### src/z80_consts.svh
//////////////////////////////////////////////////////////////////////
// r-field and ALU op codes follow the Z80 opcode map for 10 ooo rrr.
// registers come out of reset with the fixed values below.
//////////////////////////////////////////////////////////////////////
`ifndef Z80_CONSTS_SVH
`define Z80_CONSTS_SVH

// r field.
`define Z80_REG_B 3'd0
`define Z80_REG_C 3'd1
`define Z80_REG_D 3'd2
`define Z80_REG_E 3'd3
`define Z80_REG_H 3'd4
`define Z80_REG_L 3'd5
`define Z80_REG_M 3'd6
`define Z80_REG_A 3'd7

// op field.
`define Z80_ALU_ADD 3'd0
`define Z80_ALU_ADC 3'd1
`define Z80_ALU_SUB 3'd2
`define Z80_ALU_SBC 3'd3
`define Z80_ALU_AND 3'd4
`define Z80_ALU_XOR 3'd5
`define Z80_ALU_OR  3'd6
`define Z80_ALU_CP  3'd7

// flag bit positions in F.
`define Z80_FLAG_S_BIT 7
`define Z80_FLAG_Z_BIT 6
`define Z80_FLAG_5_BIT 5
`define Z80_FLAG_H_BIT 4
`define Z80_FLAG_3_BIT 3
`define Z80_FLAG_V_BIT 2
`define Z80_FLAG_N_BIT 1
`define Z80_FLAG_C_BIT 0

`define Z80_RESET_A  8'h00
`define Z80_RESET_B  8'h3c
`define Z80_RESET_C  8'ha7
`define Z80_RESET_D  8'h01
`define Z80_RESET_E  8'h80
`define Z80_RESET_H  8'h7f
`define Z80_RESET_L  8'hff
`define Z80_RESET_F  8'h00
`define Z80_RESET_IP 16'h0000

`define Z80_CNT_W 16

`endif

### src/z80_pkg.sv
//////////////////////////////////////////////////////////////////////
// types shared by the core, the spec block and the monitor.
//////////////////////////////////////////////////////////////////////
`include "z80_consts.svh"

package z80_pkg;

    typedef enum logic [2:0] {
        ALU_ADD = `Z80_ALU_ADD,
        ALU_ADC = `Z80_ALU_ADC,
        ALU_SUB = `Z80_ALU_SUB,
        ALU_SBC = `Z80_ALU_SBC,
        ALU_AND = `Z80_ALU_AND,
        ALU_XOR = `Z80_ALU_XOR,
        ALU_OR  = `Z80_ALU_OR,
        ALU_CP  = `Z80_ALU_CP
    } alu_func_e;

    typedef enum logic [1:0] {
        FETCH,
        EXEC,
        HALT
    } seq_state_e;

    // 80 bits.
    typedef struct packed {
        logic [7:0]  a;
        logic [7:0]  b;
        logic [7:0]  c;
        logic [7:0]  d;
        logic [7:0]  e;
        logic [7:0]  h;
        logic [7:0]  l;
        logic [7:0]  f;
        logic [15:0] ip;
    } regs_t;

    typedef struct packed {
        logic [7:0]            insn;
        logic [`Z80_CNT_W-1:0] order;
        regs_t                 regs_in;
        logic [7:0]            a_out;
        logic [7:0]            f_out;
        logic [15:0]           ip_out;
    } trace_t;

    typedef struct packed {
        logic        valid;
        logic [7:0]  a_out;
        logic [7:0]  f_out;
        logic [15:0] ip_out;
    } spec_t;

endpackage

### src/z80_seq_fsm.sv
//////////////////////////////////////////////////////////////////////
// read-only wishbone classic fetch, one byte per instruction.
// any opcode outside ALU A,r (r != 6) halts until reset.
//////////////////////////////////////////////////////////////////////
`timescale 1ns/1ps
`include "z80_consts.svh"

module z80_seq_fsm (
    input  logic        clk,
    input  logic        rst_n,
    output logic        wb_cyc,
    output logic        wb_stb,
    output logic [15:0] wb_adr,
    input  logic [7:0]  wb_dat,
    input  logic        wb_ack,
    input  logic [15:0] ip,
    output logic [7:0]  insn,
    output logic        commit,
    output logic        halted
);
    import z80_pkg::*;

    seq_state_e state;
    logic       cyc_q;
    logic       legal;
    logic [7:0] insn_q;

    // group 10 ooo rrr, no memory operand.
    assign legal = (wb_dat[7:6] == 2'b10) && (wb_dat[2:0] != `Z80_REG_M);

    always_ff @(posedge clk) begin
        if (!rst_n) begin
            state <= FETCH;
            cyc_q <= 1'b0;
        end else begin
            case (state)
                FETCH: begin
                    if (cyc_q && wb_ack) begin
                        cyc_q <= 1'b0;
                        state <= legal ? EXEC : HALT;
                    end else begin
                        cyc_q <= 1'b1;
                    end
                end
                EXEC: begin
                    // next fetch starts right after commit.
                    state <= FETCH;
                    cyc_q <= 1'b1;
                end
                HALT: begin
                    cyc_q <= 1'b0;
                end
                default: begin
                    state <= HALT;
                    cyc_q <= 1'b0;
                end
            endcase
        end
    end

    always_ff @(posedge clk) begin
        if (cyc_q && wb_ack) begin
            insn_q <= wb_dat;
        end
    end

    assign wb_cyc = cyc_q;
    assign wb_stb = cyc_q;
    assign wb_adr = ip;
    assign insn   = insn_q;
    assign commit = (state == EXEC);
    assign halted = (state == HALT);

endmodule

### src/z80_regfile.sv
//////////////////////////////////////////////////////////////////////
// only A, F and IP change; B..L keep their reset values.
//////////////////////////////////////////////////////////////////////
`timescale 1ns/1ps
`include "z80_consts.svh"

module z80_regfile (
    input  logic                  clk,
    input  logic                  rst_n,
    input  logic [7:0]            insn,
    input  logic                  commit,
    input  logic [7:0]            alu_result,
    input  logic [7:0]            alu_flags,
    output z80_pkg::regs_t        regs,
    output logic [7:0]            operand,
    output logic [15:0]           ip,
    output logic                  trace_valid,
    output z80_pkg::trace_t       trace,
    input  logic [`Z80_CNT_W-1:0] order
);
    import z80_pkg::*;

    regs_t      regs_q;
    logic       is_cp;
    logic [7:0] a_next;

    assign is_cp  = (insn[5:3] == `Z80_ALU_CP);
    assign a_next = is_cp ? regs_q.a : alu_result;

    always_comb begin
        case (insn[2:0])
            `Z80_REG_B: operand = regs_q.b;
            `Z80_REG_C: operand = regs_q.c;
            `Z80_REG_D: operand = regs_q.d;
            `Z80_REG_E: operand = regs_q.e;
            `Z80_REG_H: operand = regs_q.h;
            `Z80_REG_L: operand = regs_q.l;
            `Z80_REG_A: operand = regs_q.a;
            default:    operand = 8'h00;
        endcase
    end

    always_ff @(posedge clk) begin
        if (!rst_n) begin
            regs_q.a  <= `Z80_RESET_A;
            regs_q.b  <= `Z80_RESET_B;
            regs_q.c  <= `Z80_RESET_C;
            regs_q.d  <= `Z80_RESET_D;
            regs_q.e  <= `Z80_RESET_E;
            regs_q.h  <= `Z80_RESET_H;
            regs_q.l  <= `Z80_RESET_L;
            regs_q.f  <= `Z80_RESET_F;
            regs_q.ip <= `Z80_RESET_IP;
        end else if (commit) begin
            regs_q.a  <= a_next;
            regs_q.f  <= alu_flags;
            regs_q.ip <= regs_q.ip + 16'd1;
        end
    end

    assign regs = regs_q;
    assign ip   = regs_q.ip;

    // trace shows the state before this commit and the values it writes.
    assign trace_valid   = commit;
    assign trace.insn    = insn;
    assign trace.order   = order;
    assign trace.regs_in = regs_q;
    assign trace.a_out   = a_next;
    assign trace.f_out   = alu_flags;
    assign trace.ip_out  = regs_q.ip + 16'd1;

endmodule

### src/z80_alu.sv
//////////////////////////////////////////////////////////////////////
// single adder path; subtraction adds the inverted operand.
// flags 5 and 3 are not modelled and pass through from f_in.
//////////////////////////////////////////////////////////////////////
`timescale 1ns/1ps
`include "z80_consts.svh"

module z80_alu (
    input  z80_pkg::alu_func_e op,
    input  logic [7:0]         a,
    input  logic [7:0]         operand,
    input  logic [7:0]         f_in,
    output logic [7:0]         result,
    output logic [7:0]         f_out
);
    import z80_pkg::*;

    logic       is_sub;
    logic       is_logic;
    logic       cin;
    logic [7:0] b_eff;
    logic [8:0] sum9;
    logic [4:0] sum5;
    logic [7:0] logic_res;
    logic       flag_h;
    logic       flag_v;
    logic       flag_c;

    assign is_sub   = (op == ALU_SUB) || (op == ALU_SBC) || (op == ALU_CP);
    assign is_logic = (op == ALU_AND) || (op == ALU_XOR) || (op == ALU_OR);

    // a - b - c computed as a + ~b + !c.
    assign cin   = is_sub ^ (((op == ALU_ADC) || (op == ALU_SBC)) && f_in[`Z80_FLAG_C_BIT]);
    assign b_eff = is_sub ? ~operand : operand;
    assign sum9  = {1'b0, a} + {1'b0, b_eff} + {8'd0, cin};
    assign sum5  = {1'b0, a[3:0]} + {1'b0, b_eff[3:0]} + {4'd0, cin};

    always_comb begin
        case (op)
            ALU_AND: logic_res = a & operand;
            ALU_XOR: logic_res = a ^ operand;
            default: logic_res = a | operand;
        endcase
    end

    assign result = is_logic ? logic_res : sum9[7:0];

    // carry out of the adder is inverted borrow when subtracting.
    assign flag_c = is_logic ? 1'b0 : (sum9[8] ^ is_sub);
    assign flag_h = is_logic ? (op == ALU_AND) : (sum5[4] ^ is_sub);
    assign flag_v = is_logic ? ~^result : ((a[7] == b_eff[7]) && (sum9[7] != a[7]));

    always_comb begin
        f_out                  = 8'h00;
        f_out[`Z80_FLAG_S_BIT] = result[7];
        f_out[`Z80_FLAG_Z_BIT] = (result == 8'h00);
        f_out[`Z80_FLAG_5_BIT] = f_in[`Z80_FLAG_5_BIT];
        f_out[`Z80_FLAG_H_BIT] = flag_h;
        f_out[`Z80_FLAG_3_BIT] = f_in[`Z80_FLAG_3_BIT];
        f_out[`Z80_FLAG_V_BIT] = flag_v;
        f_out[`Z80_FLAG_N_BIT] = is_sub;
        f_out[`Z80_FLAG_C_BIT] = flag_c;
    end

endmodule

### src/z80fi_insn_spec_alu_a_reg.sv
//////////////////////////////////////////////////////////////////////
// reference rules for ADD/ADC/SUB/SBC/AND/XOR/OR/CP A,r.
// only valid for one-byte opcodes with r != 6.
//////////////////////////////////////////////////////////////////////
`timescale 1ns/1ps
`include "z80_consts.svh"

module z80fi_insn_spec_alu_a_reg (
    input  logic            trace_valid,
    input  z80_pkg::trace_t trace,
    output z80_pkg::spec_t  spec
);
    import z80_pkg::*;

    logic [2:0] op;
    logic [2:0] r;
    logic [7:0] a_in;
    logic [7:0] operand;
    logic       carry_in;
    logic       is_sub;
    logic       is_logical;
    logic [8:0] wide;
    logic [4:0] half;
    logic [7:0] result;
    logic       flag_v;

    assign op   = trace.insn[5:3];
    assign r    = trace.insn[2:0];
    assign a_in = trace.regs_in.a;

    always_comb begin
        case (r)
            `Z80_REG_A: operand = trace.regs_in.a;
            `Z80_REG_B: operand = trace.regs_in.b;
            `Z80_REG_C: operand = trace.regs_in.c;
            `Z80_REG_D: operand = trace.regs_in.d;
            `Z80_REG_E: operand = trace.regs_in.e;
            `Z80_REG_H: operand = trace.regs_in.h;
            `Z80_REG_L: operand = trace.regs_in.l;
            default:    operand = 8'h00;
        endcase
    end

    assign carry_in   = ((op == `Z80_ALU_ADC) || (op == `Z80_ALU_SBC)) &&
                        trace.regs_in.f[`Z80_FLAG_C_BIT];
    assign is_sub     = (op == `Z80_ALU_SUB) || (op == `Z80_ALU_SBC) || (op == `Z80_ALU_CP);
    assign is_logical = (op == `Z80_ALU_AND) || (op == `Z80_ALU_XOR) || (op == `Z80_ALU_OR);

    // bit 8 and bit 4 give carry or borrow directly.
    assign wide = is_sub ? ({1'b0, a_in} - {1'b0, operand} - {8'd0, carry_in}) :
                           ({1'b0, a_in} + {1'b0, operand} + {8'd0, carry_in});
    assign half = is_sub ? ({1'b0, a_in[3:0]} - {1'b0, operand[3:0]} - {4'd0, carry_in}) :
                           ({1'b0, a_in[3:0]} + {1'b0, operand[3:0]} + {4'd0, carry_in});

    always_comb begin
        case (op)
            `Z80_ALU_AND: result = a_in & operand;
            `Z80_ALU_XOR: result = a_in ^ operand;
            `Z80_ALU_OR:  result = a_in | operand;
            default:      result = wide[7:0];
        endcase
    end

    // signed overflow; parity (even = 1) for logical ops.
    assign flag_v = is_logical ? ~^result :
                    is_sub ? ((a_in[7] != operand[7]) && (result[7] != a_in[7])) :
                             ((a_in[7] == operand[7]) && (result[7] != a_in[7]));

    always_comb begin
        spec.valid  = trace_valid && (trace.insn[7:6] == 2'b10) && (r != `Z80_REG_M);
        spec.a_out  = (op == `Z80_ALU_CP) ? a_in : result;
        spec.ip_out = trace.regs_in.ip + 16'd1;
        spec.f_out                  = 8'h00;
        spec.f_out[`Z80_FLAG_S_BIT] = result[7];
        spec.f_out[`Z80_FLAG_Z_BIT] = (result == 8'h00);
        spec.f_out[`Z80_FLAG_5_BIT] = trace.regs_in.f[`Z80_FLAG_5_BIT];
        spec.f_out[`Z80_FLAG_H_BIT] = (op == `Z80_ALU_AND) || (!is_logical && half[4]);
        spec.f_out[`Z80_FLAG_3_BIT] = trace.regs_in.f[`Z80_FLAG_3_BIT];
        spec.f_out[`Z80_FLAG_V_BIT] = flag_v;
        spec.f_out[`Z80_FLAG_N_BIT] = is_sub;
        spec.f_out[`Z80_FLAG_C_BIT] = !is_logical && wide[8];
    end

endmodule

### src/z80fi_retire_monitor.sv
//////////////////////////////////////////////////////////////////////
// both counters saturate at all ones.
//////////////////////////////////////////////////////////////////////
`timescale 1ns/1ps
`include "z80_consts.svh"

module z80fi_retire_monitor (
    input  logic                  clk,
    input  logic                  rst_n,
    input  logic                  trace_valid,
    input  z80_pkg::trace_t       trace,
    input  z80_pkg::spec_t        spec,
    output logic [`Z80_CNT_W-1:0] order,
    output logic [`Z80_CNT_W-1:0] retire_count,
    output logic [`Z80_CNT_W-1:0] mismatch_count
);
    import z80_pkg::*;

    logic mismatch;

    assign mismatch = trace_valid &&
                      (!spec.valid ||
                       (trace.a_out != spec.a_out) ||
                       (trace.f_out != spec.f_out) ||
                       (trace.ip_out != spec.ip_out));

    always_ff @(posedge clk) begin
        if (!rst_n) begin
            retire_count   <= '0;
            mismatch_count <= '0;
        end else begin
            if (trace_valid && (retire_count != '1)) begin
                retire_count <= retire_count + 1'b1;
            end
            if (mismatch && (mismatch_count != '1)) begin
                mismatch_count <= mismatch_count + 1'b1;
            end
        end
    end

    // current count numbers the instruction now retiring.
    assign order = retire_count;

endmodule

### src/z80_core_top.sv
//////////////////////////////////////////////////////////////////////
// ALU A,r core with read-only fetch port and z80fi-style trace.
//////////////////////////////////////////////////////////////////////
`timescale 1ns/1ps
`include "z80_consts.svh"

module z80_core_top (
    input  logic                  clk,
    input  logic                  rst_n,
    output logic                  wb_cyc,
    output logic                  wb_stb,
    output logic [15:0]           wb_adr,
    input  logic [7:0]            wb_dat,
    input  logic                  wb_ack,
    output logic                  halted,
    output logic                  trace_valid,
    output z80_pkg::trace_t       trace,
    output logic [`Z80_CNT_W-1:0] retire_count,
    output logic [`Z80_CNT_W-1:0] mismatch_count
);
    import z80_pkg::*;

    regs_t                 regs;
    logic [7:0]            insn;
    logic [7:0]            operand;
    logic [7:0]            alu_result;
    logic [7:0]            alu_flags;
    logic [15:0]           ip;
    logic                  commit;
    alu_func_e             alu_op;
    spec_t                 spec;
    logic [`Z80_CNT_W-1:0] order;

    assign alu_op = alu_func_e'(insn[5:3]);

    z80_seq_fsm i_seq (
        .clk    (clk),
        .rst_n  (rst_n),
        .wb_cyc (wb_cyc),
        .wb_stb (wb_stb),
        .wb_adr (wb_adr),
        .wb_dat (wb_dat),
        .wb_ack (wb_ack),
        .ip     (ip),
        .insn   (insn),
        .commit (commit),
        .halted (halted)
    );

    z80_regfile i_regs (
        .clk         (clk),
        .rst_n       (rst_n),
        .insn        (insn),
        .commit      (commit),
        .alu_result  (alu_result),
        .alu_flags   (alu_flags),
        .regs        (regs),
        .operand     (operand),
        .ip          (ip),
        .trace_valid (trace_valid),
        .trace       (trace),
        .order       (order)
    );

    z80_alu i_alu (
        .op      (alu_op),
        .a       (regs.a),
        .operand (operand),
        .f_in    (regs.f),
        .result  (alu_result),
        .f_out   (alu_flags)
    );

    z80fi_insn_spec_alu_a_reg i_spec (
        .trace_valid (trace_valid),
        .trace       (trace),
        .spec        (spec)
    );

    z80fi_retire_monitor i_mon (
        .clk            (clk),
        .rst_n          (rst_n),
        .trace_valid    (trace_valid),
        .trace          (trace),
        .spec           (spec),
        .order          (order),
        .retire_count   (retire_count),
        .mismatch_count (mismatch_count)
    );

endmodule

### config.mk
export PLATFORM = sky130hd
export DESIGN_NAME = z80_core_top
export DESIGN_NICKNAME = d
export VERILOG_FILES = /design/src/z80_pkg.sv /design/src/z80_seq_fsm.sv /design/src/z80_regfile.sv /design/src/z80_alu.sv /design/src/z80fi_insn_spec_alu_a_reg.sv /design/src/z80fi_retire_monitor.sv /design/src/z80_core_top.sv
export VERILOG_INCLUDE_DIRS = /design/src /design/src/src
export SDC_FILE = /design/constraint.sdc
export NUM_CORES = 1
export LEC_CHECK = 0
export ABC_AREA = 1
export BUFFER_PORTS_ARGS = -buffer_cell sky130_fd_sc_hd__buf_2
export CAP_MARGIN = 25
export CELL_PAD_IN_SITES_DETAIL_PLACEMENT = 0
export CELL_PAD_IN_SITES_GLOBAL_PLACEMENT = 1
export CORE_MARGIN = 4
export CORE_UTILIZATION = 40
export CTS_BUF_LIST = sky130_fd_sc_hd__clkbuf_8
export CTS_CLUSTER_DIAMETER = 200
export CTS_CLUSTER_SIZE = 25
export DETAILED_ROUTE_END_ITERATION = 16
export PLACE_DENSITY = 0.92
export SLEW_MARGIN = 20
export SYNTH_ARGS = -nofsm -noshare
export SYNTH_HDL_FRONTEND = slang
export SYNTH_SLANG_ARGS = --single-unit
### constraint.sdc
create_clock -name clk -period 7.8 [get_ports clk]
set_input_delay 1.17 -clock clk [delete_from_list [all_inputs] [get_ports clk]]
set_output_delay 1.17 -clock clk [all_outputs]
set_load 0.01 [all_outputs]
==> impl_metrics.py, run 1 <==
metrics = {
    "run_status": {
        "status": "completed",
    },
    "place": {
        "place.gp.congestion": 1.01,
        "io_buffers": 146,
        "hpwl_um": 15600,
    },
    "synth": {
        "synthCells": 1062,
        "ys_ff_latch": 73,
        "synth_flop_cell": "dfxtp_1",
        "synthDistinctLibCells": 45,
        "seq_area_frac_synth_pct": 22.6,
        "synth_area_mm2": 0.00682,
        "avgSynthCellArea_um2": 6.42,
        "ys_warn_count": 0,
        "synth-edff-count": 8,
        "async_flop_share_pct": 0,
    },
    "routing": {
        "ant_nets": 0,
        "viasPerCell": 4.87,
        "drc": 0,
        "routedWlPerCell_um": 14.6,
        "vias": 6732,
        "drt_iter0_drc": 449,
        "firstDrtPassIters": 5,
        "wl_um": 20100,
    },
    "clock_network": {
        "cts_setup_buffers": 0,
        "cts_tree": "built",
        "clk_pin_slew_ns": 0.09,
        "cts.sinks": 73,
        "cts_hold_buf": 0,
        "clockRootBuffer": "clkbuf_8",
        "cts-resized-gates": 0,
        "clk_latency_ns": 0.37,
        "cts_made_buffers": 9,
        "ctsHtreeMaxLevel": 3,
        "clock_path_buffers": 2,
    },
    "critical_path": {
        "reg2reg_depth": 30,
        "start_kind": "flip-flop",
        "max_stage_delay_ns": 0.48,
        "crit_path_top_delay_cell": "fa_1",
        "timing.rr.start": "i_seq.insn[1]",
        "r2r_end": "i_mon.mismatch_count[1]",
        "end_kind": "primary output",
        "arrival_ns": 4.92,
        "critPathRequiredTime_ns": 6.63,
        "crit_chain": "inv_1 > ha_1 > a31oi_1 > o31ai_1 > a21oi_1 > xor2_1 > fa_1 > fa_1 > nand3_1 > nand2_1 > nand2_1 > nand2_1 > o21ai_0 > inv_1 > ha_1 > xnor2_1 > xnor2_1 > a22oi_1 > inv_1 > buf_2",
        "worstPathMaxFanout": 7,
        "critPathLaunch": "i_seq.insn[1]",
        "reg2reg_slack_ns": 1.79,
        "path_class": "reg2out",
    },
    "floorplanning": {
        "die_h_um": 139,
        "core_mm2": 0.0166,
        "die_width_um": 139,
        "rows": 47,
        "dieArea_mm2": 0.0192,
        "pin_count": 199,
        "start_util_pct": 41.0,
    },
    "sta": {
        "clock_skew_ns": 0.00965,
        "final-setup-viol-count": 0,
        "tns_ns": 0,
        "drv_slew": 0,
        "min_period_ns": 6.09,
        "tightest_slew_ns": 0.773,
        "rsz0062_at_grt": "no",
        "hold_viol_final": 0,
        "max_freq_mhz": 164,
        "max_slew_margin_pct": 48.1,
        "finalCritPeriodShare_pct": 78.1,
    },
    "finish": {
        "syn_to_final_growth_pct": 9.73,
        "final_cell_mix": "nand2_1 (209), inv_1 (184), buf_2 (146)",
        "mostFrequentLayoutCell": "nand2_1",
        "drive_gt1_share_pct": 15.2,
        "antenna_cells": 0,
        "fin_util_pct": 44.9,
        "nets": 1220,
    },
    "power_and_ir_drop": {
        "p_int_w": 0.000679,
        "leakagePower_nw": 4.16,
        "switching_share_pct": 35.0,
        "comb_power_share_pct": 29.2,
        "power.switching_w": 0.000366,
        "peakVddDrop_mv": 0.0956,
        "clkPwrFrac_pct": 33.1,
        "pwr-share-seq_pct": 37.7,
        "pwr_density_cell_mw_per_mm2": 140,
    },
    "global_routing": {
        "grt_pass1_vias": 6342,
        "grt_pass1_wl_um": 32800,
        "antenna_found_initial": 1,
        "grt_overflow": 0,
        "grt_usage_pct": 20.6,
        "grt_max_degree": 52,
    },
    "run": {
        "maxCapViolCount": 0,
    },
    "worst_hold_path": {
        "hp-start": "i_mon.order[15]",
        "whs_path_depth": 2,
        "hold_path_end": "i_mon.order[15]",
        "hold_class": "reg2reg",
    },
}
==> per-layer routing <==
metal  share of wire [%]  global-route usage (%)  vias up
met5               0.035                       0        -
met4                 2.7                    6.81        2
met3                 8.1                    5.17       40
met2                  46                    34.4      246
met1                  43                    26.2     3007
li1                    -                       -     3437
==> critical path: cells and delay by family (launching register included) <==
| kind | cells | cell delay [ns] |
|---|---|---|
| AO/OA/AOI/OAI | 5 | 1.27 |
| XOR/XNOR | 3 | 0.44 |
| adder cells (fa/ha/maj) | 4 | 1.49 |
| buffers and inverters | 4 | 0.52 |
| flip-flops | 1 | 0.45 |
| AND/OR/NAND/NOR | 4 | 0.38 |
==> flip-flops by register name (all words and copies together) (netlist names) <==
name,count
i_seq.state,2
i_seq.wb_cyc,1
i_regs.regs,14
i_mon.order,16
i_mon.mismatch_count,16
i_seq.insn,8
i_regs.ip,16
==> power groups by stage <==
stage                     Combinational (W)  Clock [W]  Sequential (W)
after floorplan                    0.000242          0        0.000402
after global placement             0.000297          0        0.000403
after detailed placement           0.000298          0        0.000403
after CTS                          0.000301   0.000356        0.000394
after global routing               0.000341   0.000368        0.000395
final                              0.000305   0.000346        0.000394
==> stage by stage <==
step	hold WS (ns)	total power, W	setup slack, ns	cell area [um^2]	instances
final	0.509	0.00104	1.71	7480	1381
after global routing	0.529	0.00110	1.18	7480	1381
after CTS	0.505	0.00105	1.47	7470	1381
after detailed placement	0.486	0.000701	1.50	7260	1366
after global placement	0.480	0.000700	1.63	7240	1365
after floorplan	0.426	0.000644	2.64	7000	1112
==> cell families after synthesis <==
family	Yosys count	share of synthesized area (%)
simple gates	460	29.7
other cells	2	0.110
flops	73	22.6
compound gates	133	10.5
buf+inv	305	22.1
xor+xnor	37	4.75
fa+ha+maj	52	10.2
==> how the worst max path moves through the flow <==
stage	slack [ns]	depth (start not counted)	endpoint
final	1.71	20	trace[18]
after global routing	1.18	29	i_mon.mismatch_count[4]
after CTS	1.47	30	i_mon.mismatch_count[1]
after detailed placement	1.50	30	i_mon.mismatch_count[1]
after global placement	1.63	30	i_mon.mismatch_count[0]
after floorplan	2.64	20	trace[18]
==> area by class of cell <==
cell class / instances / area (um^2)
Inverter: 189 / 709
Clock buffer: 10 / 138
Timing Repair Buffer: 150 / 768
Tap cell: 220 / 275
Sequential cell: 73 / 1540
Multi-Input combinational cell: 734 / 3970
Clock inverter: 5 / 78.8
Fill cell: 1744 / 9160
==> cells in the mapped netlist, types with 2 or more instances <==
cell,n,share of area [%]
nor3_1,24,1.8
clkinv_1,2,0.11
nand3b_1,8,0.88
buf_2,6,0.44
inv_1,183,10
xnor2_1,9,1.2
edfxtp_1,8,3.5
nand4_1,34,3.1
fa_1,6,1.8
conb_1,2,0.11
or2_2,2,0.18
xor2_1,28,3.6
a211oi_1,4,0.44
o21ai_0,60,4.4
o21a_1,2,0.22
ha_1,46,8.4
inv_2,4,0.22
dfxtp_1,65,19
nor2_1,85,4.7
nand3_1,84,6.2
nor3b_1,4,0.44
o22ai_1,4,0.37
a21oi_1,53,3.9
nor2_2,2,0.18
buf_4,94,10
clkbuf_1,14,0.77
nor4_1,2,0.18
nand2_1,209,12
o211ai_1,2,0.22
No activity file was read; power rests on OpenSTA's default activity.
==> inputs of run 2 (changes only) <==
--- a/config.mk
+++ b/config.mk
@@ -12,12 +12,12 @@
 export CELL_PAD_IN_SITES_DETAIL_PLACEMENT = 0
 export CELL_PAD_IN_SITES_GLOBAL_PLACEMENT = 1
 export CORE_MARGIN = 4
-export CORE_UTILIZATION = 40
+export CORE_UTILIZATION = 37
 export CTS_BUF_LIST = sky130_fd_sc_hd__clkbuf_8
 export CTS_CLUSTER_DIAMETER = 200
 export CTS_CLUSTER_SIZE = 25
 export DETAILED_ROUTE_END_ITERATION = 16
-export PLACE_DENSITY = 0.92
+export PLACE_DENSITY = 0.86
 export SLEW_MARGIN = 20
 export SYNTH_ARGS = -nofsm -noshare
 export SYNTH_HDL_FRONTEND = slang
==> constraint.sdc (replaced) <==
create_clock -name clk -period 5.8 [get_ports clk]
set_input_delay 0.87 -clock clk [delete_from_list [all_inputs] [get_ports clk]]
set_output_delay 0.87 -clock clk [all_outputs]
set_load 0.01 [all_outputs]
==> impl_metrics.py, run 2 (synthesis results as in run 1) <==
metrics = {
    "sta": {
        "min_period_ns": 5.38,
        "max_freq_mhz": 186,
        "final-setup-viol-count": 0,
        "finalCritPeriodShare_pct": 92.7,
        "tns_ns": 0,
        "drv_slew": 0,
        "tightest_slew_ns": 0.661,
        "clock_skew_ns": 0.0177,
        "max_slew_margin_pct": 55.9,
        "hold_viol_final": 0,
        "holdWs_ns": 0.503,
        "rsz0062_at_grt": "no",
    },
    "floorplanning": {
        "start_util_pct": 37.8,
        "dieArea_mm2": 0.0207,
        "core_mm2": 0.0180,
        "rows": 49,
        "die_width_um": 144,
        "die_h_um": 144,
        "pin_count": 199,
    },
    "routing": {
        "viasPerCell": 4.81,
        "drt_iter0_drc": 443,
        "wl_um": 20000,
        "routedWlPerCell_um": 14.3,
        "firstDrtPassIters": 5,
        "drc": 0,
        "vias": 6728,
        "ant_nets": 0,
    },
    "clock_network": {
        "clock_path_buffers": 2,
        "cts_tree": "built",
        "clk_pin_slew_ns": 0.08,
        "ctsHtreeMaxLevel": 3,
        "clk_latency_ns": 0.38,
        "cts.sinks": 73,
        "cts_made_buffers": 9,
        "clockRootBuffer": "clkbuf_8",
        "cts_hold_buf": 0,
    },
    "critical_path": {
        "critPathRequiredTime_ns": 4.93,
        "reg2reg_slack_ns": 0.52,
        "arrival_ns": 4.51,
        "end_kind": "primary output",
        "r2r_end": "i_mon.mismatch_count[2]",
        "path_class": "reg2out",
        "start_kind": "flip-flop",
        "timing.rr.start": "i_seq.insn[1]",
        "worstPathMaxFanout": 7,
        "reg2reg_depth": 32,
        "crit_path_top_delay_cell": "edfxtp_1",
        "max_stage_delay_ns": 0.45,
        "crit_chain": "inv_2 > ha_1 > a31oi_1 > o31ai_1 > a21oi_2 > buf_4 > xor2_1 > fa_2 > fa_1 > nand3_1 > nand2_1 > nand2_1 > nand2_1 > o21ai_2 > inv_1 > ha_1 > xnor2_1 > xnor2_1 > a22oi_2 > inv_1 > buf_2",
        "cp_common_cell": "nand2_1",
    },
    "finish": {
        "final_cell_mix": "nand2_1 (209), inv_1 (182), buf_2 (146)",
        "syn_to_final_growth_pct": 10.8,
        "mostFrequentLayoutCell": "nand2_1",
        "fillCellCount": 1947,
        "nets": 1227,
        "drive_gt1_share_pct": 16.3,
        "antenna_cells": 0,
    },
    "power_and_ir_drop": {
        "leakagePower_nw": 4.18,
        "pwr_density_cell_mw_per_mm2": 181,
        "peakVddDrop_mv": 0.157,
    },
    "global_routing": {
        "grt_overflow": 0,
        "grt_usage_pct": 19.4,
        "grt_max_degree": 50,
        "grt_pass1_vias": 6222,
        "grt_pass1_wl_um": 31800,
        "antenna_found_initial": 0,
    },
    "worst_hold_path": {
        "hold_path_end": "i_mon.order[15]",
        "whs_path_depth": 2,
        "hp-start": "i_mon.order[15]",
        "hold_class": "reg2reg",
    },
    "place": {
        "place.gp.congestion": 0.950,
        "hpwl_um": 15700,
        "io_buffers": 146,
    },
    "run_status": {
        "status": "completed",
    },
    "run": {
        "maxCapViolCount": 0,
    },
}
==> run 2: layer usage <==
metal / vias to the layer above / part of all wire (%) / GRT usage, %
li1: 3459 / - / -
met1: 3033 / 44 / 25.4
met2: 205 / 46 / 31.3
met3: 31 / 7.9 / 5.62
met4: 0 / 2.0 / 5.30
met5: - / 0 / 0
==> run 2: cell type report <==
cell class	count	area (um^2)	area share, %
Clock inverter	6	65.1	0.862
Timing Repair Buffer	157	828	11.0
Tap cell	229	287	3.80
Sequential cell	73	1540	20.4
Multi-Input combinational cell	734	3980	52.7
Clock buffer	10	138	1.82
Inverter	189	709	9.40
==> run 2: how the worst max path moves through the flow <==
stage / cells after the start / start / slack [ns] / end
2_1_floorplan: 31 / i_seq.insn[1] / 0.84 / i_mon.mismatch_count[11]
6_report: 21 / i_seq.insn[1] / 0.42 / trace[18]
4_1_cts: 21 / i_seq.insn[1] / 0.06 / trace[18]
3_3_place_gp: 21 / i_seq.insn[1] / 0.51 / trace[18]
5_1_grt: 32 / i_seq.insn[1] / 0.02 / i_mon.mismatch_count[5]
3_5_place_dp: 32 / i_seq.insn[1] / 0.44 / i_mon.mismatch_count[7]
==> run 2: critical path: cells and delay by family (launching register included) <==
family                     cells  cell delay (ns)
AOI/OAI and AO/OA              5             0.96
xor gates and xnor gates       3             0.36
adders and majority gates      4             1.40
buffers and inverters          5             0.59
DFF                            1             0.45
and+or+nand+nor                4             0.40
==> run 2: report_power, final <==
group	total (W)	internal (W)	switching [W]
clock	0.000431	0.000211	0.000219
sequential	0.000529	0.000518	0.0000108
combinational	0.000410	0.000147	0.000263
==> run 2: what timing repair did <==
action | CTS | global route
buffers inserted | 0 | 1
setup endpoints to repair | 0 | 17
gates resized for setup | 0 | 9
==> run 2: metrics by stage <==
stage | total power (W) | area, um^2 | std cells | setup slack (ns) | utilization [%]
2_1_floorplan | 0.000866 | 7000 | 1112 | 0.838 | -
3_3_place_gp | 0.000940 | 7300 | 1380 | 0.509 | 40.5
3_5_place_dp | 0.000942 | 7310 | 1381 | 0.442 | 40.6
4_1_cts | 0.00138 | 7520 | 1397 | 0.0613 | 41.7
5_1_grt | 0.00146 | 7550 | 1398 | 0.0182 | 41.9
6_report | 0.00137 | 7550 | 1398 | 0.421 | 41.9
